## config.mk

```make
export PLATFORM = sky130hd
export DESIGN_NAME = mouse_core
export DESIGN_NICKNAME = d
export VERILOG_FILES = /design/src/verilog/tcb_pkg.sv /design/src/verilog/rv_trace_pkg.sv /design/src/verilog/mouse_core.sv
export SDC_FILE = /design/constraint.sdc
export NUM_CORES = 1
export LEC_CHECK = 0
export ABC_AREA = 1
export BUFFER_PORTS_ARGS = -buffer_cell sky130_fd_sc_hd__buf_4
export CAP_MARGIN = 20
export CORE_ASPECT_RATIO = 1.75
export CORE_MARGIN = 2
export CORE_UTILIZATION = 50
export DETAILED_ROUTE_END_ITERATION = 10
export PLACE_DENSITY = 0.73
export REMOVE_ABC_BUFFERS = 1
export SLEW_MARGIN = 25
export SYNTH_ARGS = -nofsm -noshare
export SYNTH_HDL_FRONTEND = slang
export SYNTH_SLANG_ARGS = --single-unit
```

## constraint.sdc

```tcl
create_clock -name tcb -period 5.3 [get_ports tcb]
set_clock_uncertainty 0.1 [all_clocks]
set_input_delay 1.06 -clock tcb [delete_from_list [all_inputs] [get_ports tcb]]
set_output_delay 1.06 -clock tcb [all_outputs]
set_load 0.05 [all_outputs]
```

## src/verilog/tcb_pkg.sv

```systemverilog
package tcb_pkg;

  //////////////////////////////
  // bus field types
  //////////////////////////////

  // byte address
  typedef logic [32-1:0] tcb_adr_t;

  // data word, four byte lanes
  typedef logic [32-1:0] tcb_dat_t;

  // log2 of transfer size in bytes
  typedef logic [2-1:0] tcb_siz_t;

  // size encodings
  localparam tcb_siz_t SIZ_BYTE = 2'd0;
  localparam tcb_siz_t SIZ_HALF = 2'd1;
  localparam tcb_siz_t SIZ_WORD = 2'd2;

  //////////////////////////////
  // transfer structs
  //////////////////////////////

  // request, held by the manager until rdy
  typedef struct packed {
    // write enable
    logic     wen;
    tcb_adr_t adr;
    tcb_siz_t siz;
    // write data, lanes placed by address
    tcb_dat_t wdt;
  } tcb_req_t;

  // response, one cycle after the transfer
  typedef struct packed {
    tcb_dat_t rdt;
  } tcb_rsp_t;

endpackage
```

## src/verilog/rv_trace_pkg.sv

```systemverilog
package rv_trace_pkg;

  import tcb_pkg::*;

  //////////////////////////////
  // ISA field types
  //////////////////////////////

  // register index
  typedef logic [5-1:0] gpr_idx_t;
  // instruction word
  typedef logic [32-1:0] ins_t;
  // major opcode field
  typedef logic [7-1:0] opc_t;
  // funct3 field
  typedef logic [3-1:0] fn3_t;

  // execution phases, also the core FSM states
  // GPR accesses share the top bit
  typedef enum logic [3-1:0] {
    IF  = 3'b000,
    MLD = 3'b001,
    MST = 3'b010,
    EXE = 3'b011,
    WB  = 3'b100,
    RS1 = 3'b101,
    RS2 = 3'b110
  } pha_t;

  // opcodes of the supported subset
  localparam opc_t OPC_LUI    = 7'b0110111;
  localparam opc_t OPC_OP_IMM = 7'b0010011;
  localparam opc_t OPC_OP     = 7'b0110011;
  localparam opc_t OPC_LOAD   = 7'b0000011;
  localparam opc_t OPC_STORE  = 7'b0100011;
  localparam opc_t OPC_BRANCH = 7'b1100011;

  // funct3 values that change behavior
  // SB vs SW
  localparam fn3_t F3_SB  = 3'b000;
  // BNE vs BEQ
  localparam fn3_t F3_BNE = 3'b001;

  //////////////////////////////
  // commit record
  //////////////////////////////

  typedef struct packed {
    tcb_adr_t pc;
    ins_t     ins;
    // GPR write-back
    logic     wb_vld;
    gpr_idx_t wb_idx;
    tcb_dat_t wb_dat;
    // load
    logic     ld_vld;
    tcb_adr_t ld_adr;
    // store, data masked to size
    logic     st_vld;
    tcb_adr_t st_adr;
    tcb_siz_t st_siz;
    tcb_dat_t st_dat;
  } trc_rec_t;

endpackage

```

## src/verilog/mouse_core.sv

```systemverilog
`timescale 1ns/10ps

module mouse_core
  import tcb_pkg::*;
  import rv_trace_pkg::*;
#(
  parameter tcb_adr_t RESET_PC = 32'h0000_0000,
  parameter tcb_adr_t GPR_BASE = 32'h0000_0400
)(
  input  logic     tcb,
  input  logic     arst_n,
  output logic     vld,
  output tcb_req_t req,
  input  logic     rdy,
  input  tcb_rsp_t rsp,
  output pha_t     pha
);

  //////////////////////////////
  // state and decode
  //////////////////////////////

  // bus transfer and pending read response
  logic     trn;
  logic     rsp_due;
  // phase work finished this cycle
  logic     done;
  logic     start;
  pha_t     pha_nxt;
  logic     bus_nxt;

  tcb_adr_t pc;
  tcb_adr_t pc_nxt;
  ins_t     ins_q;
  ins_t     ins_cur;
  // operands, rs2_dat also takes load data
  tcb_dat_t rs1_dat;
  tcb_dat_t rs2_dat;
  tcb_dat_t wb_dat;
  logic     taken;

  opc_t     opc;
  fn3_t     f3;
  gpr_idx_t rs1;
  gpr_idx_t rs2;
  gpr_idx_t rd;
  tcb_dat_t imm_i;
  tcb_dat_t imm_s;
  tcb_dat_t imm_b;
  tcb_dat_t imm_u;

  assign trn = vld & rdy;

  // write ends its phase at the transfer, read one cycle later
  // phases without bus access end right away
  assign done  = rsp_due | (trn & req.wen) | (~vld & ~rsp_due & (pha != IF));
  // idle fetch only exists right after reset
  assign start = ~vld & ~rsp_due & (pha == IF);

  // fresh instruction word arrives with the fetch response
  assign ins_cur = (pha == IF) ? rsp.rdt : ins_q;

  assign opc = ins_cur[6:0];
  assign f3  = ins_cur[14:12];
  assign rd  = ins_cur[11:7];
  assign rs1 = ins_cur[19:15];
  assign rs2 = ins_cur[24:20];

  assign imm_i = {{20{ins_cur[31]}}, ins_cur[31:20]};
  assign imm_s = {{20{ins_cur[31]}}, ins_cur[31:25], ins_cur[11:7]};
  assign imm_b = {{19{ins_cur[31]}}, ins_cur[31], ins_cur[7], ins_cur[30:25],
                  ins_cur[11:8], 1'b0};
  assign imm_u = {ins_cur[31:12], 12'h000};

  // branch condition, only BEQ and BNE
  assign taken = (f3 == F3_BNE) ? (rs1_dat != rs2_dat) : (rs1_dat == rs2_dat);

  assign pc_nxt = ((pha == EXE) && taken) ? pc + imm_b : pc + 32'd4;

  // phase sequence per opcode
  always_comb begin
    pha_nxt = IF;
    case (pha)
      IF: begin
        case (opc)
          OPC_LUI: pha_nxt = WB;
          OPC_OP_IMM, OPC_OP, OPC_LOAD, OPC_STORE, OPC_BRANCH: pha_nxt = RS1;
          // unsupported, move on
          default: pha_nxt = IF;
        endcase
      end
      RS1: begin
        case (opc)
          OPC_OP, OPC_STORE, OPC_BRANCH: pha_nxt = RS2;
          OPC_LOAD: pha_nxt = MLD;
          default: pha_nxt = WB;
        endcase
      end
      RS2: begin
        case (opc)
          OPC_OP: pha_nxt = WB;
          OPC_STORE: pha_nxt = MST;
          default: pha_nxt = EXE;
        endcase
      end
      MLD: pha_nxt = WB;
      default: pha_nxt = IF;
    endcase
  end

  // x0 accesses stay off the bus
  always_comb begin
    case (pha_nxt)
      RS1: bus_nxt = (rs1 != '0);
      RS2: bus_nxt = (rs2 != '0);
      WB: bus_nxt = (rd != '0);
      EXE: bus_nxt = 1'b0;
      default: bus_nxt = 1'b1;
    endcase
  end

  //////////////////////////////
  // FSM
  //////////////////////////////

  always_ff @(posedge tcb or negedge arst_n) begin
    if (!arst_n) begin
      pha     <= IF;
      vld     <= 1'b0;
      rsp_due <= 1'b0;
      pc      <= RESET_PC;
    end else begin
      rsp_due <= trn & ~req.wen;
      if (trn) begin
        vld <= 1'b0;
      end
      if (done) begin
        pha <= pha_nxt;
        vld <= bus_nxt;
        // pc moves on as the instruction ends
        if (pha_nxt == IF) begin
          pc <= pc_nxt;
        end
      end else if (start) begin
        vld <= 1'b1;
      end
    end
  end

  // captured bus data
  always_ff @(posedge tcb) begin
    if (done) begin
      case (pha)
        IF: ins_q <= rsp.rdt;
        RS1: rs1_dat <= rsp_due ? rsp.rdt : '0;
        RS2, MLD: rs2_dat <= rsp_due ? rsp.rdt : '0;
        default: ;
      endcase
    end
  end

  //////////////////////////////
  // request
  //////////////////////////////

  always_comb begin
    case (opc)
      OPC_LUI: wb_dat = imm_u;
      OPC_OP_IMM: wb_dat = rs1_dat + imm_i;
      // funct7 bit 5 picks SUB
      OPC_OP: wb_dat = ins_cur[30] ? rs1_dat - rs2_dat : rs1_dat + rs2_dat;
      // load result
      default: wb_dat = rs2_dat;
    endcase
  end

  always_comb begin
    req = '{wen: 1'b0, adr: pc, siz: SIZ_WORD, wdt: '0};
    case (pha)
      RS1: req.adr = GPR_BASE + (tcb_adr_t'(rs1) << 2);
      RS2: req.adr = GPR_BASE + (tcb_adr_t'(rs2) << 2);
      MLD: req.adr = rs1_dat + imm_i;
      MST: begin
        req.wen = 1'b1;
        req.adr = rs1_dat + imm_s;
        // byte goes out on every lane
        if (f3 == F3_SB) begin
          req.siz = SIZ_BYTE;
          req.wdt = {4{rs2_dat[7:0]}};
        end else begin
          req.wdt = rs2_dat;
        end
      end
      WB: begin
        req.wen = 1'b1;
        req.adr = GPR_BASE + (tcb_adr_t'(rd) << 2);
        req.wdt = wb_dat;
      end
      default: ;
    endcase
  end

  // stalled request holds until taken
  assert property (@(posedge tcb) disable iff (!arst_n)
    vld && !rdy |=> vld && $stable(req));

endmodule

```

==> metrics.txt <==
fraction of synthesis flops using an asynchronous set or reset pin 27.3%; Core Area 35,900 um2; Slew Limit Fails 0; final hold vios 0; Sw Pwr 5.02 mW; CP Class flip-flop to output pin; Die ar. 37,900 um2; I/O Pins about 110; Layout Area Growth over Synthesis 12.2%; cell mode on critical path nand2_1; worst reg2reg startpoint pha[0]; Reg power frac 17.7%; Max Cap Viol 0; Final Setup Violations 0; slowest stage delay, CP 460 ps; Netlist Area Pre-Place 18,200 um2; Reg2Reg Setup Slack 1260 ps; ANT nets after route 0; CP max-delay cell dfrtp_2; post-synthesis simple-gate area fraction 42.0%; peak supply drop around 0.36 mV; RSZ-0062 raised after global routing yes; Place WS -62.5 ps; hold path cells 2; buffer depth of the longest clock path 2; Pwr Density ~430 nW/um2; main combinational cell family by area after synthesis simple AND/OR/NAND/NOR gates; RD Place Congestion around 1.1; ranking of synthesized cells by area nand2_1 25%, edfxtp_1 16%, inv_1 11%; Multi-input gate area around 12,000 um2; CP cell instances nor2_4 > nand2_8 > inv_4 > nand2_1 > nand2_1 > buf_4 > buf_4 > ha_2 > a21oi_1 > o21ai_0 > inv_1 > nand2_1 > nor2_2 > nand2_1 > nand2_1 > nand3_1 > nand2_1 > inv_1 > nand2_1 > nand2_1 > nand2_1 > buf_4; post-synthesis mux area share 0%; XOR/XNOR share of the synthesized area roughly 3.0%; initial core utilization between 50% and 60%; hold endpoint pc[1]; clk slew on worst S/H paths 70 ps; Worst setup SP type flip-flop; most common cell in the netlist nand2_1; Compound-Gate Fraction of Synth Area 12.0%; Die X 148 um; CTS tree yes; Distinct cells, synth 50; Seq cells post-synth 132; layout cells sized above 1 8.07%; total CTS buffers 17; top cells by count, synth 1,213 x nand2_1, 523 x inv_1, 266 x nand3_1, 240 x nor2_1, 174 x o21ai_0; Wirelength per Cell between 20 and 25 um; global-route wire length before repair 125 mm; IO Port Bufs 104; via-per-instance ratio slightly below 6; Max Fclk 190 MHz; Sequential Area 3790 um2; Sink Count between 100 and 150; dpl cells 3,720; GRT overflow 0; leak pwr 11.1 nW; row count 92; Pint ~3.7 mW; initial antenna violation count 0; Critical Path AT 4100 ps; status completed; average size of a mapped cell 5.72 um2; metal3 WL 5.78 mm; slew at the pin with the worst max-slew slack 1220 ps; Clock power frac about 14%; ys flop type edfxtp_1; fillcell total about 3,800; DRC viols 0; DP Wirelength ~70 mm; Worst R2R Path Depth 17; DRT Pass-1 Iters 6; routed length on met1 25.1 mm; cells after synthesis around 3,200; Total Routed Length around 85 mm; Combinational Power Share 68.7%; Max-slew headroom between 10% and 20%; post-synth top area share 25.1%; clock insertion delay at the later pin of the skew report 460 ps; Root Driver clkbuf_16; CP Max Fanout 15; Die Ht between 200 and 300 um; Reg2Reg Capture Point pc[22]; Detail Route met2 WL approximately 42 mm; Hold Crit Class flip-flop to flip-flop; Net Sw Frac 57.7%; CTS Hold Bufs 0; adder and majority cell fraction of the synthesized area 9.43%; min-delay src pc[1]; final std cells w/o fill 3,755; setup ws final 44.9 ps; post-synthesis sequential area ratio 20.8%; Vias 22,000; top sig layer met4; Worst Path Required 4140 ps; ANT cells 0; depth of the CTS H-tree 4; initial DRC count about 1,900; GRT Util Overall 44.1%; fin crit period 5260 ps; Worst setup EP type output pin; cell taking the most area after synthesis nand2_1; number of synthesized flops with an enable pin 96; vias in the first global route around 22,000; Nets around 3,400; YS warnings 0; final period utilization 99.2%; largest net degree at the start of global routing 40
cell usage in the layout (no fill, tap or decap), types with 6 or more instances in the layout:
cell       count
a21o_1         6
edfxtp_1      96
inv_2          6
nor3_1        37
o211ai_1      24
nor2_2        15
nand2_2        9
nand3_1      264
nand2_1     1204
nand4_1       33
buf_4        144
dfrtp_1       34
nor4_1         7
a21oi_2       11
and3_1         7
ha_1         125
and2_1         8
o21bai_1      25
nand3b_1      12
or2_2         12
o21ai_0      169
o21ai_1       11
inv_1        523
xnor2_1       14
nor2_1       226
xor2_1        48
a21oi_1      116
clkbuf_16     17
stage by stage:
stage	cell area, um2	power, mW	hold slack, ps	setup TNS, ps	utilization, %
floorplan	17800	5.29	371	-9540	-
global placement	19500	7.09	434	-60.5	54.4
detailed placement	19600	7.18	433	-62.5	54.5
CTS	20200	8.37	446	0	56.2
global route	20400	9.15	471	-139	56.8
finish	20400	8.70	447	0	56.8
power by group through the flow:
| stage | clock (mW) | sequential (mW) | combinational [mW] |
|---|---|---|---|
| floorplan | 0 | 1.54 | 3.75 |
| global placement | 0 | 1.55 | 5.54 |
| detailed placement | 0 | 1.56 | 5.62 |
| CTS | 1.17 | 1.54 | 5.66 |
| global route | 1.22 | 1.56 | 6.37 |
| finish | 1.18 | 1.54 | 5.98 |
logic make-up after synthesis:
logic type	count (synthesis)
compound gates	391
xor+xnor	63
fa+ha+maj	134
buf+inv	601
flops	132
other cells	1
simple gates	1854
registers in the layout, summed over array words and instances (netlist names):
name and flops:
pc 31, rs2_dat 32, ins_q 32, rs1_dat 32, pha 3, vld 1
rsp_due 1
final cells by class:
class	count	area share, %
multi-input combinational	2443	60.4
sequential	132	18.6
inverter	530	9.77
timing repair buffer	148	5.60
tap	470	2.88
clock buffer	17	2.09
clock inverter	15	0.681
worst max path at each step:
stage	from	to	slack (ps)	depth (start not counted)
after floorplan	pha[2]	req[14]	-910	16
after global placement	rsp[31]	req[31]	-60	19
after detailed placement	rsp[31]	req[31]	-60	19
after CTS	pha[1]	req[23]	20	21
after global routing	pha[0]	req[25]	-70	22
final	pha[0]	req[25]	40	22
what timing repair did:
action / in CTS / in global routing
pin swaps: 0 / 3
gates resized for setup: 9 / 57
endpoints found under the setup margin: 16 / 39
buffers inserted: 0 / 3
critical path: cells and delay by family (launching register included):
family          cells  cell delay [ps]
flops               1              460
compound gates      2              460
buf+inv             6             1020
fa+ha+maj           1              340
simple gates       13             1310
per-layer routing:
layer,vias to the layer above,global-route usage [%]
met5,-,0
met3,559,7.38
li1,10300,-
met1,9978,38.8
met2,1222,78.2
met4,0,49.7
Power figures use the tool's default switching activity.
