## config.mk

```make
export PLATFORM = sky130hd
export DESIGN_NAME = tcb_trace_tap
export DESIGN_NICKNAME = d
export VERILOG_FILES = /design/src/verilog/tcb_pkg.sv /design/src/verilog/rv_trace_pkg.sv /design/src/verilog/tcb_trace_tap.sv
export SDC_FILE = /design/constraint.sdc
export NUM_CORES = 1
export LEC_CHECK = 0
export BUFFER_PORTS_ARGS = -buffer_cell sky130_fd_sc_hd__buf_2
export CELL_PAD_IN_SITES_DETAIL_PLACEMENT = 1
export CELL_PAD_IN_SITES_GLOBAL_PLACEMENT = 1
export CORE_ASPECT_RATIO = 0.7
export CORE_UTILIZATION = 44
export DETAILED_ROUTE_END_ITERATION = 8
export PLACE_DENSITY_LB_ADDON = 0.1
export REMOVE_ABC_BUFFERS = 1
export SLEW_MARGIN = 25
export SYNTH_ARGS = -nofsm -noshare
export SYNTH_HDL_FRONTEND = slang
export SYNTH_SLANG_ARGS = --single-unit
```

## constraint.sdc

```tcl
create_clock -name tcb -period 12.5 [get_ports tcb]
set_clock_uncertainty 0.15 [all_clocks]
set_input_delay 1.875 -clock tcb [delete_from_list [all_inputs] [get_ports tcb]]
set_output_delay 1.875 -clock tcb [all_outputs]
set_load 0.05 [all_outputs]
```

## src/verilog/tcb_pkg.sv

```systemverilog
package tcb_pkg;

  //////////////////////////////
  // bus field types
  //////////////////////////////

  // byte address
  typedef logic [32-1:0] tcb_adr_t;

  // data word, four byte lanes
  typedef logic [32-1:0] tcb_dat_t;

  // log2 of transfer size in bytes
  typedef logic [2-1:0] tcb_siz_t;

  // size encodings
  localparam tcb_siz_t SIZ_BYTE = 2'd0;
  localparam tcb_siz_t SIZ_HALF = 2'd1;
  localparam tcb_siz_t SIZ_WORD = 2'd2;

  //////////////////////////////
  // transfer structs
  //////////////////////////////

  // request, held by the manager until rdy
  typedef struct packed {
    // write enable
    logic     wen;
    tcb_adr_t adr;
    tcb_siz_t siz;
    // write data, lanes placed by address
    tcb_dat_t wdt;
  } tcb_req_t;

  // response, one cycle after the transfer
  typedef struct packed {
    tcb_dat_t rdt;
  } tcb_rsp_t;

endpackage
```

## src/verilog/rv_trace_pkg.sv

```systemverilog
package rv_trace_pkg;

  import tcb_pkg::*;

  //////////////////////////////
  // ISA field types
  //////////////////////////////

  // register index
  typedef logic [5-1:0] gpr_idx_t;
  // instruction word
  typedef logic [32-1:0] ins_t;
  // major opcode field
  typedef logic [7-1:0] opc_t;
  // funct3 field
  typedef logic [3-1:0] fn3_t;

  // execution phases, also the core FSM states
  // GPR accesses share the top bit
  typedef enum logic [3-1:0] {
    IF  = 3'b000,
    MLD = 3'b001,
    MST = 3'b010,
    EXE = 3'b011,
    WB  = 3'b100,
    RS1 = 3'b101,
    RS2 = 3'b110
  } pha_t;

  // opcodes of the supported subset
  localparam opc_t OPC_LUI    = 7'b0110111;
  localparam opc_t OPC_OP_IMM = 7'b0010011;
  localparam opc_t OPC_OP     = 7'b0110011;
  localparam opc_t OPC_LOAD   = 7'b0000011;
  localparam opc_t OPC_STORE  = 7'b0100011;
  localparam opc_t OPC_BRANCH = 7'b1100011;

  // funct3 values that change behavior
  // SB vs SW
  localparam fn3_t F3_SB  = 3'b000;
  // BNE vs BEQ
  localparam fn3_t F3_BNE = 3'b001;

  //////////////////////////////
  // commit record
  //////////////////////////////

  typedef struct packed {
    tcb_adr_t pc;
    ins_t     ins;
    // GPR write-back
    logic     wb_vld;
    gpr_idx_t wb_idx;
    tcb_dat_t wb_dat;
    // load
    logic     ld_vld;
    tcb_adr_t ld_adr;
    // store, data masked to size
    logic     st_vld;
    tcb_adr_t st_adr;
    tcb_siz_t st_siz;
    tcb_dat_t st_dat;
  } trc_rec_t;

endpackage

```

## src/verilog/tcb_trace_tap.sv

```systemverilog
`timescale 1ns/10ps

module tcb_trace_tap
  import tcb_pkg::*;
  import rv_trace_pkg::*;
(
  input  logic     tcb,
  input  logic     arst_n,
  // phase of the current request
  input  pha_t     pha,
  // manager side
  input  logic     man_vld,
  input  tcb_req_t man_req,
  output logic     man_rdy,
  output tcb_rsp_t man_rsp,
  // subordinate side
  output logic     sub_vld,
  output tcb_req_t sub_req,
  input  logic     sub_rdy,
  input  tcb_rsp_t sub_rsp,
  // trace output, four-phase
  output logic     trc_req,
  input  logic     trc_ack,
  output trc_rec_t trc_rec
);

  logic     trn;
  // previous record still in its handshake
  logic     hold;
  // delayed transfer sample
  logic     dly_trn;
  pha_t     dly_pha;
  tcb_req_t dly_req;
  // no record for the first fetch
  logic     first;
  logic     rec_go;
  tcb_dat_t st_dat;
  // record of the instruction in flight
  trc_rec_t cur;

  //////////////////////////////
  // bus path
  //////////////////////////////

  assign hold = trc_req | trc_ack;

  assign sub_vld = man_vld;
  assign sub_req = man_req;
  assign man_rsp = sub_rsp;
  // only fetches wait, the rest of an instruction runs on
  assign man_rdy = sub_rdy & ~(hold & (pha == IF));

  assign trn = man_vld & man_rdy;

  always_ff @(posedge tcb or negedge arst_n) begin
    if (!arst_n) begin
      dly_trn <= 1'b0;
    end else begin
      dly_trn <= trn;
    end
  end

  always_ff @(posedge tcb) begin
    if (trn) begin
      dly_pha <= pha;
      dly_req <= man_req;
    end
  end

  //////////////////////////////
  // record assembly
  //////////////////////////////

  // store data cut to size
  always_comb begin
    case (dly_req.siz)
      SIZ_BYTE: st_dat = {24'h0, dly_req.wdt[7:0]};
      SIZ_HALF: st_dat = {16'h0, dly_req.wdt[15:0]};
      default: st_dat = dly_req.wdt;
    endcase
  end

  // fetch response closes the previous instruction
  assign rec_go = dly_trn & (dly_pha == IF) & ~first;

  always_ff @(posedge tcb) begin
    if (rec_go) begin
      trc_rec <= cur;
    end
    if (dly_trn) begin
      case (dly_pha)
        IF: cur <= '{pc: dly_req.adr, ins: sub_rsp.rdt, default: '0};
        WB: begin
          cur.wb_vld <= 1'b1;
          // register block is aligned
          cur.wb_idx <= dly_req.adr[2+:5];
          cur.wb_dat <= dly_req.wdt;
        end
        MLD: begin
          cur.ld_vld <= 1'b1;
          cur.ld_adr <= dly_req.adr;
        end
        MST: begin
          cur.st_vld <= 1'b1;
          cur.st_adr <= dly_req.adr;
          cur.st_siz <= dly_req.siz;
          cur.st_dat <= st_dat;
        end
        // source reads are not traced
        default: ;
      endcase
    end
  end

  //////////////////////////////
  // four-phase handshake
  //////////////////////////////

  always_ff @(posedge tcb or negedge arst_n) begin
    if (!arst_n) begin
      first   <= 1'b1;
      trc_req <= 1'b0;
    end else begin
      if (dly_trn && (dly_pha == IF)) begin
        first <= 1'b0;
      end
      if (rec_go) begin
        trc_req <= 1'b1;
      end else if (trc_req && trc_ack) begin
        trc_req <= 1'b0;
      end
    end
  end

  // req only drops after ack
  assert property (@(posedge tcb) disable iff (!arst_n)
    $fell(trc_req) |-> $past(trc_ack));

  // record holds until acknowledged
  assert property (@(posedge tcb) disable iff (!arst_n)
    trc_req && !trc_ack |=> $stable(trc_rec));

endmodule

```

==> reports/results.txt, run 1 <==
Counting along the longest clock path gives a buffer depth of 3. Final clock period utilization by the worst path: 38.3%. After detailed routing, the average wire length per cell comes to 20.1 µm. The final reports fail on design-rule violations. IR analysis of the VDD net gives a maximum drop of 0.110 mV. Using the TritonRoute via totals, the vias-per-cell ratio works out to 4.55. The summed negative setup slack over all endpoints is 0 ps.

In this run the most critical hold path is launched from cur[178]. The power per unit of standard cell area is 172 nW/µm², and the clock transition at the register clock pins on the worst setup and hold paths after CTS is 60 ps. Tracing the worst setup path back leads to its startpoint at pha[1]. At the pin with the least slew margin, the transition time is 982 ps. Wire length of the first global-routing pass: 47.3 mm.

The share of async-settable or async-resettable flops after synthesis is 0.630%, and the final wirelength is 32.4 mm. Setup violations remaining at the end of the flow were counted as 0. TritonCTS created 46 clock buffers. Entering global routing, the biggest net connects 82 pins. The fraction of synthesized cell area taken by the top area cell type is 88.4%, and the summed instance area of the synthesized netlist is 16100 µm². Subtracting the final worst setup slack from the clock period gives 4790 ps. For the worst setup slack after placement, the log shows 7710 ps.

By area the synthesized netlist is led by sky130_fd_sc_hd__edfxtp_1, sky130_fd_sc_hd__and2_1, sky130_fd_sc_hd__buf_4, sky130_fd_sc_hd__nor3b_1, sky130_fd_sc_hd__dfrtp_1. The worst setup path is launched from a primary input. The critical path in this run is classified as in -> out. For the number of distinct library cell variants in the gate-level netlist after synthesis, the log shows 20. The tools report the count of synthesis-stage warnings from yosys as 0. STA puts the critical path data required time at 10470 ps. The die is 230 µm wide. Counting flops and latches in the post-synthesis netlist gives 476.

By instance count, the leading cell after synthesis is sky130_fd_sc_hd__edfxtp_1. Of the cells placed in the final design, the portion with a size suffix greater than 1 is 44.0%. For this design the top-level I/O count stands at 411. Of the synthesized area, sequential elements account for 88.9%.

The HPWL after detailed placement is 20.6 mm. The run gives 0 as the number of antenna violations at the first check in global routing. STA classifies the critical path endpoint as an output port. The run gives 0.209 GHz as the maximum clock frequency.

The clock sink total was 476. Yosys mapped a number of flops with a built-in enable equal to 473. In this run the clock root is driven by a sky130_fd_sc_hd__clkbuf_16. Setup repair after global routing left no endpoint under its margin. Across all setup checks in the final design, the least slack found is 7710 ps.

Worst min-delay path category: reg -> reg. Once layout is complete, the utilization of the core stands at 54.6%. In this run the remaining antenna-violating nets after routing total 0. TritonCTS built the clock tree. The flow ran to the end, but the final reports show violations.

Once the clock tree was built, the setup fixing pass inserted 0 buffers. The initial cell density of the core is 44.7%. For this run, the leading register cell type out of synthesis is sky130_fd_sc_hd__edfxtp_1. The clock reaches the later pin of the worst-skew pair after 560 ps. Each instance of the synthesized netlist takes up on average 21.6 µm². The y dimension of the die was 162 µm. The cell count after synthesis came out at 743.

The tools report the worst slew margin relative to its limit as 34.5%. The die covers 37300 µm². The number of search-and-repair iterations in the first detailed-routing pass came out at 6. The run gives 385 as the DRC violation total after the first TritonRoute iteration.

The max-slew violation count was 0. The tools report the via count of the first global-routing pass as 7601. The cell type contributing the most total cell area after synthesis is sky130_fd_sc_hd__edfxtp_1. The total number of H-tree levels came out at 2.

After floorplanning, the core was sized to cover 35900 µm². The aggregate global-route resource usage was 17.2%. The static leakage came out at 7.27 nW.

The data arrival time of the critical path is 2760 ps, and the placer congestion estimate is 0.721. Post-CTS repair changed the size of 0 cells. The number of buffers added on ports is 408. Launching point of the worst reg2reg path: dly_pha[2]. The number of antenna diodes is 0.

Across all layers, the routed design uses 7349 vias. The number of placement rows was 58; the total global routing overflow was 0. After detailed routing, the number of remaining DRC violations is 2. Of all nets on the critical path, the largest fanout is 2.

Across the run, the number of max-cap violations was 0. Ranked by instance count, the synthesized netlist is headed by sky130_fd_sc_hd__edfxtp_1, sky130_fd_sc_hd__and2_1, sky130_fd_sc_hd__buf_4. Total power for the finished layout comes to 3.37 mW. The final number of hold-violating endpoints is 0, and the net count of the finished layout is 1204. Layout-stage area growth over the synthesis result: 22.0%. For this design, the CTS-stage hold fixing added 0 buffers.
==> through the flow <==
step / instances / hold WS (ps) / area, µm²
2_1_floorplan: 630 / 250 / 15300
3_3_place_gp: 1529 / 250 / 18000
3_5_place_dp: 1529 / 255 / 18000
4_1_cts: 1615 / 257 / 19600
5_1_grt: 1615 / 265 / 19600
6_report: 1615 / 255 / 19600
==> final timing paths <==
| check | endpoint | slack (ps) | cells past startpoint |
|---|---|---|---|
| max | man_rdy | 7710 | 4 |
| min | trc_rec[178] | 260 | 0 |
| max reg2reg | trc_rec[179] | 8680 | 4 |
| min reg2reg | trc_rec[178] | 260 | 0 |
| max in group asynchronous | first | 11060 | 1 |
| min in group asynchronous | trc_req | 950 | 1 |
==> sequential cells by signal, indices dropped and copies added (netlist names) <==
name / cells
dly_pha: 3
dly_req: 66
trc_rec: 202
dly_trn: 1
first: 1
cur: 202
trc_req: 1
==> logic make-up after synthesis <==
| logic type | after synthesis | synth area share (%) |
|---|---|---|
| AOI/OAI and AO/OA | 3 | 0.148 |
| buffers and inverters | 116 | 5.12 |
| and+or+nand+nor | 148 | 5.85 |
| DFF | 476 | 88.9 |
==> final cells by class <==
| cell class | count | area (µm²) |
|---|---|---|
| tap | 480 | 601 |
| multi-input combinational | 151 | 1010 |
| clock inverter | 30 | 318 |
| inverter | 3 | 11.3 |
| timing repair buffer | 419 | 2130 |
| clock buffer | 56 | 1250 |
| fill | 3314 | 16300 |
| sequential | 476 | 14300 |
==> layer usage <==
| metal | part of all wire, % | global-route usage, % | vias to the layer above |
|---|---|---|---|
| met1 | 41 | 21.5 | 3717 |
| met3 | 5.6 | 4.30 | 47 |
| met2 | 51 | 29.4 | 200 |
| met4 | 2.3 | 5.99 | 0 |
| li1 | - | - | 3385 |
| met5 | 0 | 0 | - |
==> layout by cell type (no fill, tap or decap) <==
cell	count
sky130_fd_sc_hd__clkinv_4	1
sky130_fd_sc_hd__clkinv_2	10
sky130_fd_sc_hd__clkbuf_1	7
sky130_fd_sc_hd__and2_1	127
sky130_fd_sc_hd__clkinv_1	11
sky130_fd_sc_hd__edfxtp_1	473
sky130_fd_sc_hd__dfrtp_1	2
sky130_fd_sc_hd__clkinvlp_4	1
sky130_fd_sc_hd__or3b_1	1
sky130_fd_sc_hd__and4bb_2	1
sky130_fd_sc_hd__nor2_4	3
sky130_fd_sc_hd__nor2_1	2
sky130_fd_sc_hd__nor3b_2	3
sky130_fd_sc_hd__o21a_1	1
sky130_fd_sc_hd__bufinv_16	7
sky130_fd_sc_hd__buf_4	10
sky130_fd_sc_hd__nor3b_1	8
sky130_fd_sc_hd__dfstp_2	1
sky130_fd_sc_hd__o211a_4	1
sky130_fd_sc_hd__or3_1	1
sky130_fd_sc_hd__clkbuf_16	49
sky130_fd_sc_hd__o22ai_1	1
sky130_fd_sc_hd__buf_6	1
sky130_fd_sc_hd__or4b_2	1
sky130_fd_sc_hd__inv_1	1
sky130_fd_sc_hd__nand2b_1	1
sky130_fd_sc_hd__inv_2	2
sky130_fd_sc_hd__buf_2	408
==> worst max-delay path, stage by stage <==
cell	delay, ps
sky130_fd_sc_hd__buf_2	100
sky130_fd_sc_hd__or3_1	400
sky130_fd_sc_hd__o21a_1	180
sky130_fd_sc_hd__buf_2	200
==> report_power, final <==
part           internal (mW)  switching, mW
logic                 0.0336          0.125
registers               1.77        0.00943
clock network          0.857          0.575
total                   2.66          0.709
No activity file was read; power rests on OpenSTA's default activity.
==> run 2, diff against run 1 <==
Settings changed: ABC_AREA set to 1.
Clock period 12.5 ns to 4.8 ns, I/O delays scaled along.
==> run 2 against run 1 <==
Against the previous run: the run now ends clean; combinational power increased by 140%; global-route usage rose by 0.19 points; sequential cell count unchanged; critical path depth did not move; register-to-register slack got worse by 6600 ps; setup slack got worse by 5600 ps; routed wire length rose by 0.27%; sequential power grew to 2.6 times the previous value; synthesized cell count up 11%; largest power group unchanged.
==> reports/results.txt, run 2 <==
The tools report the number of buffers on the longest clock path as 3 (unchanged). The power per unit of standard cell area was 433 nW/µm² (+150%). The number of vias per cell is 4.49 (-1.4%), and the worst setup slack after placement is 2090 ps (-5620 ps). The logs give 822 (+11%) for the post-synthesis cell count and 2 (unchanged) for the total number of H-tree levels. Dominant register cell in the synthesized netlist: sky130_fd_sc_hd__edfxtp_1.

The setup path with the least slack is of type reg -> reg. The width of the die is 230 µm (about the same). The clock sink total is 476 (unchanged), and the average detailed-routed wire length per instance is 19.3 µm (-4.1%).

The top cell types in the final layout, fill and taps aside, are sky130_fd_sc_hd__edfxtp_1, sky130_fd_sc_hd__buf_2, sky130_fd_sc_hd__nor2_1. The run gives 0 (-2) as the post-route DRC violation count. Final number of hold-violating endpoints: 0 (unchanged). STA classifies the critical path endpoint as a flop. Subtracting the final worst setup slack from the clock period gives 2680 ps. The slew at the pin closest to its max-slew limit was 927 ps (-55.6 ps). Leaving out fill and tap cells, the most frequent cell in the layout is sky130_fd_sc_hd__edfxtp_1.

The wire length of the first global-routing pass came out at 47.8 mm (+0.98%). The fraction of synthesized cell area taken by the top area cell type works out to 88.4% (about the same). The y dimension of the die was 162 µm (about the same).

The tools report the static leakage as 7.99 nW (+9.9%). The total global routing overflow is 0 (unchanged). Worst min-delay path category: in -> reg. The worst slew margin relative to its limit was 38.0% (+3.5 points). In the final layout, the registers with the most flip-flops are cur (202), trc_rec (202), dly_req (66). The tools report the initial cell density of the core as 44.7% (about the same). The number of maximum-capacitance violations was 0 (unchanged); the share of async-settable or async-resettable flops after synthesis was 0.630% (unchanged). The run gives 0.767 (+6.4%) as the placer congestion estimate.

Derived from the worst setup path, the maximum achievable clock frequency is 0.373 GHz. The commonest cells after synthesis are sky130_fd_sc_hd__edfxtp_1, sky130_fd_sc_hd__nor2_1, sky130_fd_sc_hd__buf_4. The logs give 37300 µm² (about the same) for the die area and 16 (-20%) for the number of distinct library cell variants in the gate-level netlist after synthesis. The flow ran to the end, and the final reports show no timing, DRC or antenna violations. The count of synthesis-stage warnings from yosys is 0 (unchanged), and the detailed-placement wirelength estimate is 21.1 mm (+2.5%).

Largest voltage drop on the vdd net: 0.337 mV (+210%). The standard cell core area is 35900 µm² (unchanged). The sequential element share of the synthesized area was 88.9% (about the same); the via count of the first global-routing pass was 7761 (+2.1%). The critical path required time is 4860 ps (-5610 ps), and the clock transition at the register clock pins on the worst setup and hold paths after CTS is 60 ps (about the same). The number of register bits inferred by synthesis is 476 (unchanged), and the peak fanout along the critical path is 39 (+37). Area of all placed cells without fillers: 19400 µm² (-0.93%). Setup repair after global routing left no endpoint under its margin. Number of nets with antenna violations after detailed routing: 0 (unchanged). The logs give 1281 (+6.4%) for the net count of the finished layout and 0 (unchanged) for the count of endpoints failing setup in the final report.

The number of antenna violations at the first check in global routing was 0 (unchanged); the cell area reported after detailed placement was 18000 µm² (-0.26%). The run gives 58 (unchanged) as the number of placement rows. The summed instance area of the synthesized netlist was 16100 µm² (about the same); the final wirelength was 32.5 mm (+0.27%). The cell at the root of the clock tree is sky130_fd_sc_hd__clkbuf_16.

The aggregate global-route resource usage came out at 17.4% (+0.19 points). Summed over all instances, the cell type with the most area after synthesis is sky130_fd_sc_hd__edfxtp_1. TritonCTS built the clock tree.

For the count of boundary I/O pins, the log shows 411 (unchanged). The tools report the post-CTS setup-driven buffer insertion count as 0 (unchanged). The number of buffers added by the clock tree synthesis step is 46 (unchanged), and the share of cells above drive strength 1 is 41.4% (-2.6 points).

The DRC violation total after the first TritonRoute iteration is 374 (-2.9%). The source-to-sink clock delay at the later pin of the worst-skew pair is 540 ps (-20 ps). The data arrival time of the critical path came out at 2740 ps (-20 ps). The total design power is 8.41 mW (+150%).

Final clock period utilization by the worst path: 55.9%. The number of antenna diodes was 0 (unchanged). The number of search-and-repair iterations in the first detailed-routing pass came out at 5 (-1).

The logs give 2120 ps (-5600 ps) for the final worst-path setup slack and 0 (unchanged) for the max-slew violation count. The synthesized area divided by synthesized cell count works out to 19.5 µm² (-9.6%). The number of buffers added on ports came out at 408 (unchanged). By area the synthesized netlist is led by sky130_fd_sc_hd__edfxtp_1, sky130_fd_sc_hd__buf_4, sky130_fd_sc_hd__nor2_1, sky130_fd_sc_hd__inv_1, sky130_fd_sc_hd__nor2_2. The count of flip-flops with a built-in enable after synthesis was 473 (unchanged); the total number of vias was 7575 (+3.1%).

The most common cell in the synthesized netlist is sky130_fd_sc_hd__edfxtp_1. Startpoint kind of the worst setup timing path: a flop. The area growth from synthesis to layout is 20.9%. The pin count of the biggest net entering global routing was 142 (+73%).
## run 2: cell count changes after synthesis, moves of 2 or more
cell                       delta
sky130_fd_sc_hd__inv_1       +76
sky130_fd_sc_hd__nand3_1      +3
sky130_fd_sc_hd__clkbuf_2     -2
sky130_fd_sc_hd__buf_6        +5
sky130_fd_sc_hd__buf_2        +3
sky130_fd_sc_hd__clkbuf_1     -6
sky130_fd_sc_hd__nand2_1      +5
sky130_fd_sc_hd__nor3_1      +11
sky130_fd_sc_hd__nor2_2      +12
sky130_fd_sc_hd__nor3b_1     -11
sky130_fd_sc_hd__and2_1     -127
sky130_fd_sc_hd__nor2_1     +115
## run 2: what timing repair did
action,CTS,global route
hold buffers,1,0
resized for setup,0,0
hold endpoints to repair,3,0
## run 2: kinds of logic (layout without fill, tap and decap cells)
logic type             after synthesis  in the layout  share of synthesized area, %
buffers and inverters              192            578                          7.14
AND/OR/NAND/NOR                    153            153                          3.93
AO/OA/AOI/OAI                        1              1                        0.0311
flip-flops                         476            476                          88.9
## run 2: area by class of cell
cell class / count / area [µm²]
Clock buffer: 59 / 1260
Inverter: 79 / 297
Multi-Input combinational cell: 154 / 674
Clock inverter: 23 / 160
Sequential cell: 476 / 14300
Tap cell: 480 / 601
Timing Repair Buffer: 417 / 2140
Fill cell: 3423 / 16500
## run 2: layer usage
layer / GRT usage, % / vias up / part of all wire, % / routed length, µm
li1: - / 3528 / - / -
met5: 0 / - / 0 / 0
met2: 29.2 / 228 / 51 / 16400
met3: 3.99 / 52 / 5.8 / 1900
met4: 5.06 / 0 / 2.1 / 678
met1: 22.9 / 3767 / 42 / 13500
## run 2: where the power goes
group          switching, mW  internal, mW  total [mW]  leakage (nW)
clock                   1.45          1.96        3.41         0.700
sequential            0.0167          4.59        4.61          4.77
combinational          0.310        0.0791       0.389          2.52
total                   1.78          6.63        8.41          7.99
## run 2: worst paths after layout
kind / slack, ps / startpoint / cells past startpoint / endpoint
worst max-delay path: 2120 / dly_pha[0] / 4 / cur[154]
worst min-delay path: 210 / man_req[44] / 1 / dly_req[44]
worst max register to register: 2120 / dly_pha[0] / 4 / cur[154]
worst min register to register: 260 / cur[126] / 0 / trc_rec[126]
max in group asynchronous: 3930 / arst_n / 2 / first
min in group asynchronous: 360 / arst_n / 2 / trc_req
## run 2: metrics by stage
step | instances | setup TNS, ps | utilization, % | hold slack [ps]
after floorplan | 709 | -1115910 | - | 250
final | 1688 | 0 | 54.1 | 207
after global placement | 1605 | 0 | 50.0 | 250
after CTS | 1688 | 0 | 54.0 | 181
after global routing | 1688 | 0 | 54.1 | 179
after detailed placement | 1605 | 0 | 50.0 | 255
## run 2: worst max-delay path, cell delays in order, from the launching register on
cell                       delay, ps
sky130_fd_sc_hd__edfxtp_1        490
sky130_fd_sc_hd__nor2_1          240
sky130_fd_sc_hd__nand3_1         230
sky130_fd_sc_hd__inv_2           730
sky130_fd_sc_hd__buf_4           470
==> run 3, diff against run 2 <==
Settings changed: ABC_AREA 1 to 0, CORE_UTILIZATION 44 to 40.
Clock period 4.8 ns to 2.3 ns, I/O delays scaled along.
==> run 3 against run 2 <==
Against the previous run: critical path depth is 1 higher; global-route usage is 0.13 points lower; sequential power rose by 110%; via count is 5.1% higher; register-to-register slack got worse by 1900 ps; first-iteration DRC count fell by 6.1%; die area rose by 9.9%.
==> reports/results.txt, run 3 (same netlist as run 1, synthesis figures left out) <==
The run finished with clean final reports. The clock sink total came out at 476 (unchanged). The worst setup path is of the in -> out kind. For the placer congestion estimate, the log shows 0.750 (-2.2%). The tools report the total global routing overflow as 0 (unchanged). The logs give 3696 (+8.0%) for the count of fill cells added during filler insertion and 0 (unchanged) for the post-route DRC violation count. For the number of search-and-repair iterations in the first detailed-routing pass, the log shows 4 (-1). The run gives 0 (unchanged) as the max-slew violation count. The width of the die was 242 µm (+4.8%); the average detailed-routed wire length per instance was 20.0 µm (+4.0%). The number of maximum-capacitance violations was 0 (unchanged); the worst setup slack after placement was 2.67 ps (-2090 ps).

The number of vias per cell works out to 4.42 (-1.5%). For the number of cells in the finished layout apart from fillers, the log shows 1800 (+6.6%). For the standard cell core area, the log shows 39600 µm² (+10%). The combined area of the multi-input logic cells was 1010 µm² (+50%).

The count of boundary I/O pins came out at 411 (unchanged). The count of endpoints failing setup in the final report came out at 0 (unchanged). The net count of the finished layout is 1336 (+4.3%), and the layout-stage area growth over the synthesis result is 30.8%.

The run gives 2 (unchanged) as the total number of H-tree levels. The final clock period utilization by the worst path came out at 98.2%. The data arrival time of the critical path is 1760 ps (-980 ps).

In this run the critical register-to-register path is launched from dly_pha[2]. Worst slew margin relative to its limit: 65.8% (+28 points). The number of antenna violations at the first check in global routing came out at 0 (unchanged).

The largest registers in the layout are cur (202), trc_rec (202), dly_req (66). The number of buffers added on ports works out to 408 (unchanged). The critical path required time came out at 1800 ps (-3060 ps). The logs give 550 ps (about the same) for the source-to-sink clock delay at the later pin of the worst-skew pair and 45 (-68%) for the pin count of the biggest net entering global routing. Total instance count after detailed placement: 1612 (+0.44%). The y dimension of the die is 170 µm (+4.8%), and the final number of hold-violating endpoints is 0 (unchanged).

For the number of buffers on the longest clock path, the log shows 3 (unchanged). Initial cell density of the core: 40.6% (-4.2 points). The run gives 130 ps (-77.5 ps) as the worst slack on hold paths. The final wirelength came out at 36.1 mm (+11%). The power per unit of standard cell area came out at 857 nW/µm² (+98%).

Setup repair after global routing left no endpoint under its margin. The worst setup path is launched from a primary input. The run gives 52.8 mm (+10%) as the wire length of the first global-routing pass. The cell depth of the worst flop-to-flop path was 4 (unchanged). Leading cell type in the layout, fill and taps excluded: sky130_fd_sc_hd__edfxtp_1.

The static leakage is 7.83 nW (-2.0%). The number of placement rows was 61 (+5.2%); the peak fanout along the critical path was 2 (-95%). Number of buffers added by the clock tree synthesis step: 46 (unchanged). Via count of the first global-routing pass: 8407 (+8.3%).

Share of cells above drive strength 1: 41.0% (-0.36 points). The die area is 41000 µm² (+9.9%), and the maximum clock frequency is 0.443 GHz. The number of antenna diodes was 0 (unchanged); the area occupied by registers was 14300 µm² (unchanged). The post-CTS setup-driven buffer insertion count is 0 (unchanged), and the clock transition at the register clock pins on the worst setup and hold paths after CTS is 70 ps (about the same).

The slew at the pin closest to its max-slew limit came out at 512 ps (-415 ps). The DRC violation total after the first TritonRoute iteration was 351 (-6.1%). TritonCTS built the clock tree.

The summed negative setup slack over all endpoints was 0 ps (unchanged); the total number of vias was 7959 (+5.1%). For the slack of the worst reg-to-reg path, the log shows 200 ps (-1920 ps). The worst min-delay path category was in -> async. The root buffer cell chosen for the clock tree is sky130_fd_sc_hd__clkbuf_16. The aggregate global-route resource usage is 17.3% (-0.13 points). After layout, the minimum clock period comes to 2260 ps.

Kind of end point of the critical path: an output port. The worst register-to-register path ends at trc_rec[123]. The detailed-placement wirelength estimate was 23.2 mm (+9.9%). The library cells used most frequently in the layout, excluding fill and tap cells, are sky130_fd_sc_hd__edfxtp_1, sky130_fd_sc_hd__buf_2, sky130_fd_sc_hd__and2_1.

The number of nets with antenna violations after detailed routing was 0 (unchanged). The final worst-path setup slack was 41.3 ps (-2080 ps); the largest voltage drop on the vdd net was 0.591 mV (+76%).
## run 3: cell count changes in the layout (fill, tap and decap cells not counted), moves of 12 or more
cell	before	now
sky130_fd_sc_hd__and2_1	0	127
sky130_fd_sc_hd__nor2_2	12	0
sky130_fd_sc_hd__buf_12	2	17
sky130_fd_sc_hd__inv_1	77	1
sky130_fd_sc_hd__dlygate4sd3_1	1	104
sky130_fd_sc_hd__nor2_1	118	2
sky130_fd_sc_hd__buf_4	5	23
## run 3: worst max-delay path: stages
cell and delay (ps):
sky130_fd_sc_hd__dlygate4sd3_1 530, sky130_fd_sc_hd__buf_2 120, sky130_fd_sc_hd__or3_1 400, sky130_fd_sc_hd__o21a_1 180, sky130_fd_sc_hd__buf_4 180
## run 3: metal layers
metal,GRT usage [%],wire length [µm]
met2,29.8,18600
met4,4.93,792
met5,0,0
met3,3.24,1470
met1,22.4,15200
## run 3: timing repair
item,in CTS,in global routing
resized for setup,1,2
setup endpoints to repair,58,1
hold buffers,104,0
hold endpoints to repair,105,0
pin swaps,1,0
## run 3: how the worst max path moves through the flow
stage          startpoint            to  slack [ps]  cells past startpoint
2_1_floorplan  dly_pha[2]    trc_rec[0]       -8170                      2
3_3_place_gp   dly_pha[2]  trc_rec[137]          50                      4
3_5_place_dp   dly_pha[2]   trc_rec[21]           3                      4
4_1_cts            pha[1]       man_rdy          20                      5
5_1_grt            pha[1]       man_rdy           7                      5
6_report           pha[1]       man_rdy          40                      5
## run 3: metrics by stage
| stage | utilization (%) | total power, mW | cell area (µm²) |
|---|---|---|---|
| after floorplan | - | 10.1 | 15300 |
| after global placement | 46.7 | 10.8 | 18500 |
| after detailed placement | 46.7 | 10.8 | 18500 |
| after CTS | 53.0 | 18.2 | 21000 |
| after global routing | 53.0 | 18.6 | 21000 |
| final | 53.0 | 18.0 | 21000 |
## run 3: power breakdown
| group | internal (mW) | total (mW) | switching (mW) | leakage, nW |
|---|---|---|---|---|
| logic | 0.327 | 1.05 | 0.721 | 2.75 |
| clock network | 4.18 | 7.26 | 3.08 | 0.698 |
| registers | 9.63 | 9.69 | 0.0549 | 4.39 |
| total | 14.1 | 18.0 | 3.86 | 7.83 |
## run 3: final cells by class
class,instances,area share (%)
inverters,3,0.0536
multi-input cells,151,4.82
flip-flops and latches,476,68.0
clock buffers,66,6.24
well taps,535,3.19
clock inverters,18,0.637
repair buffers,551,17.1
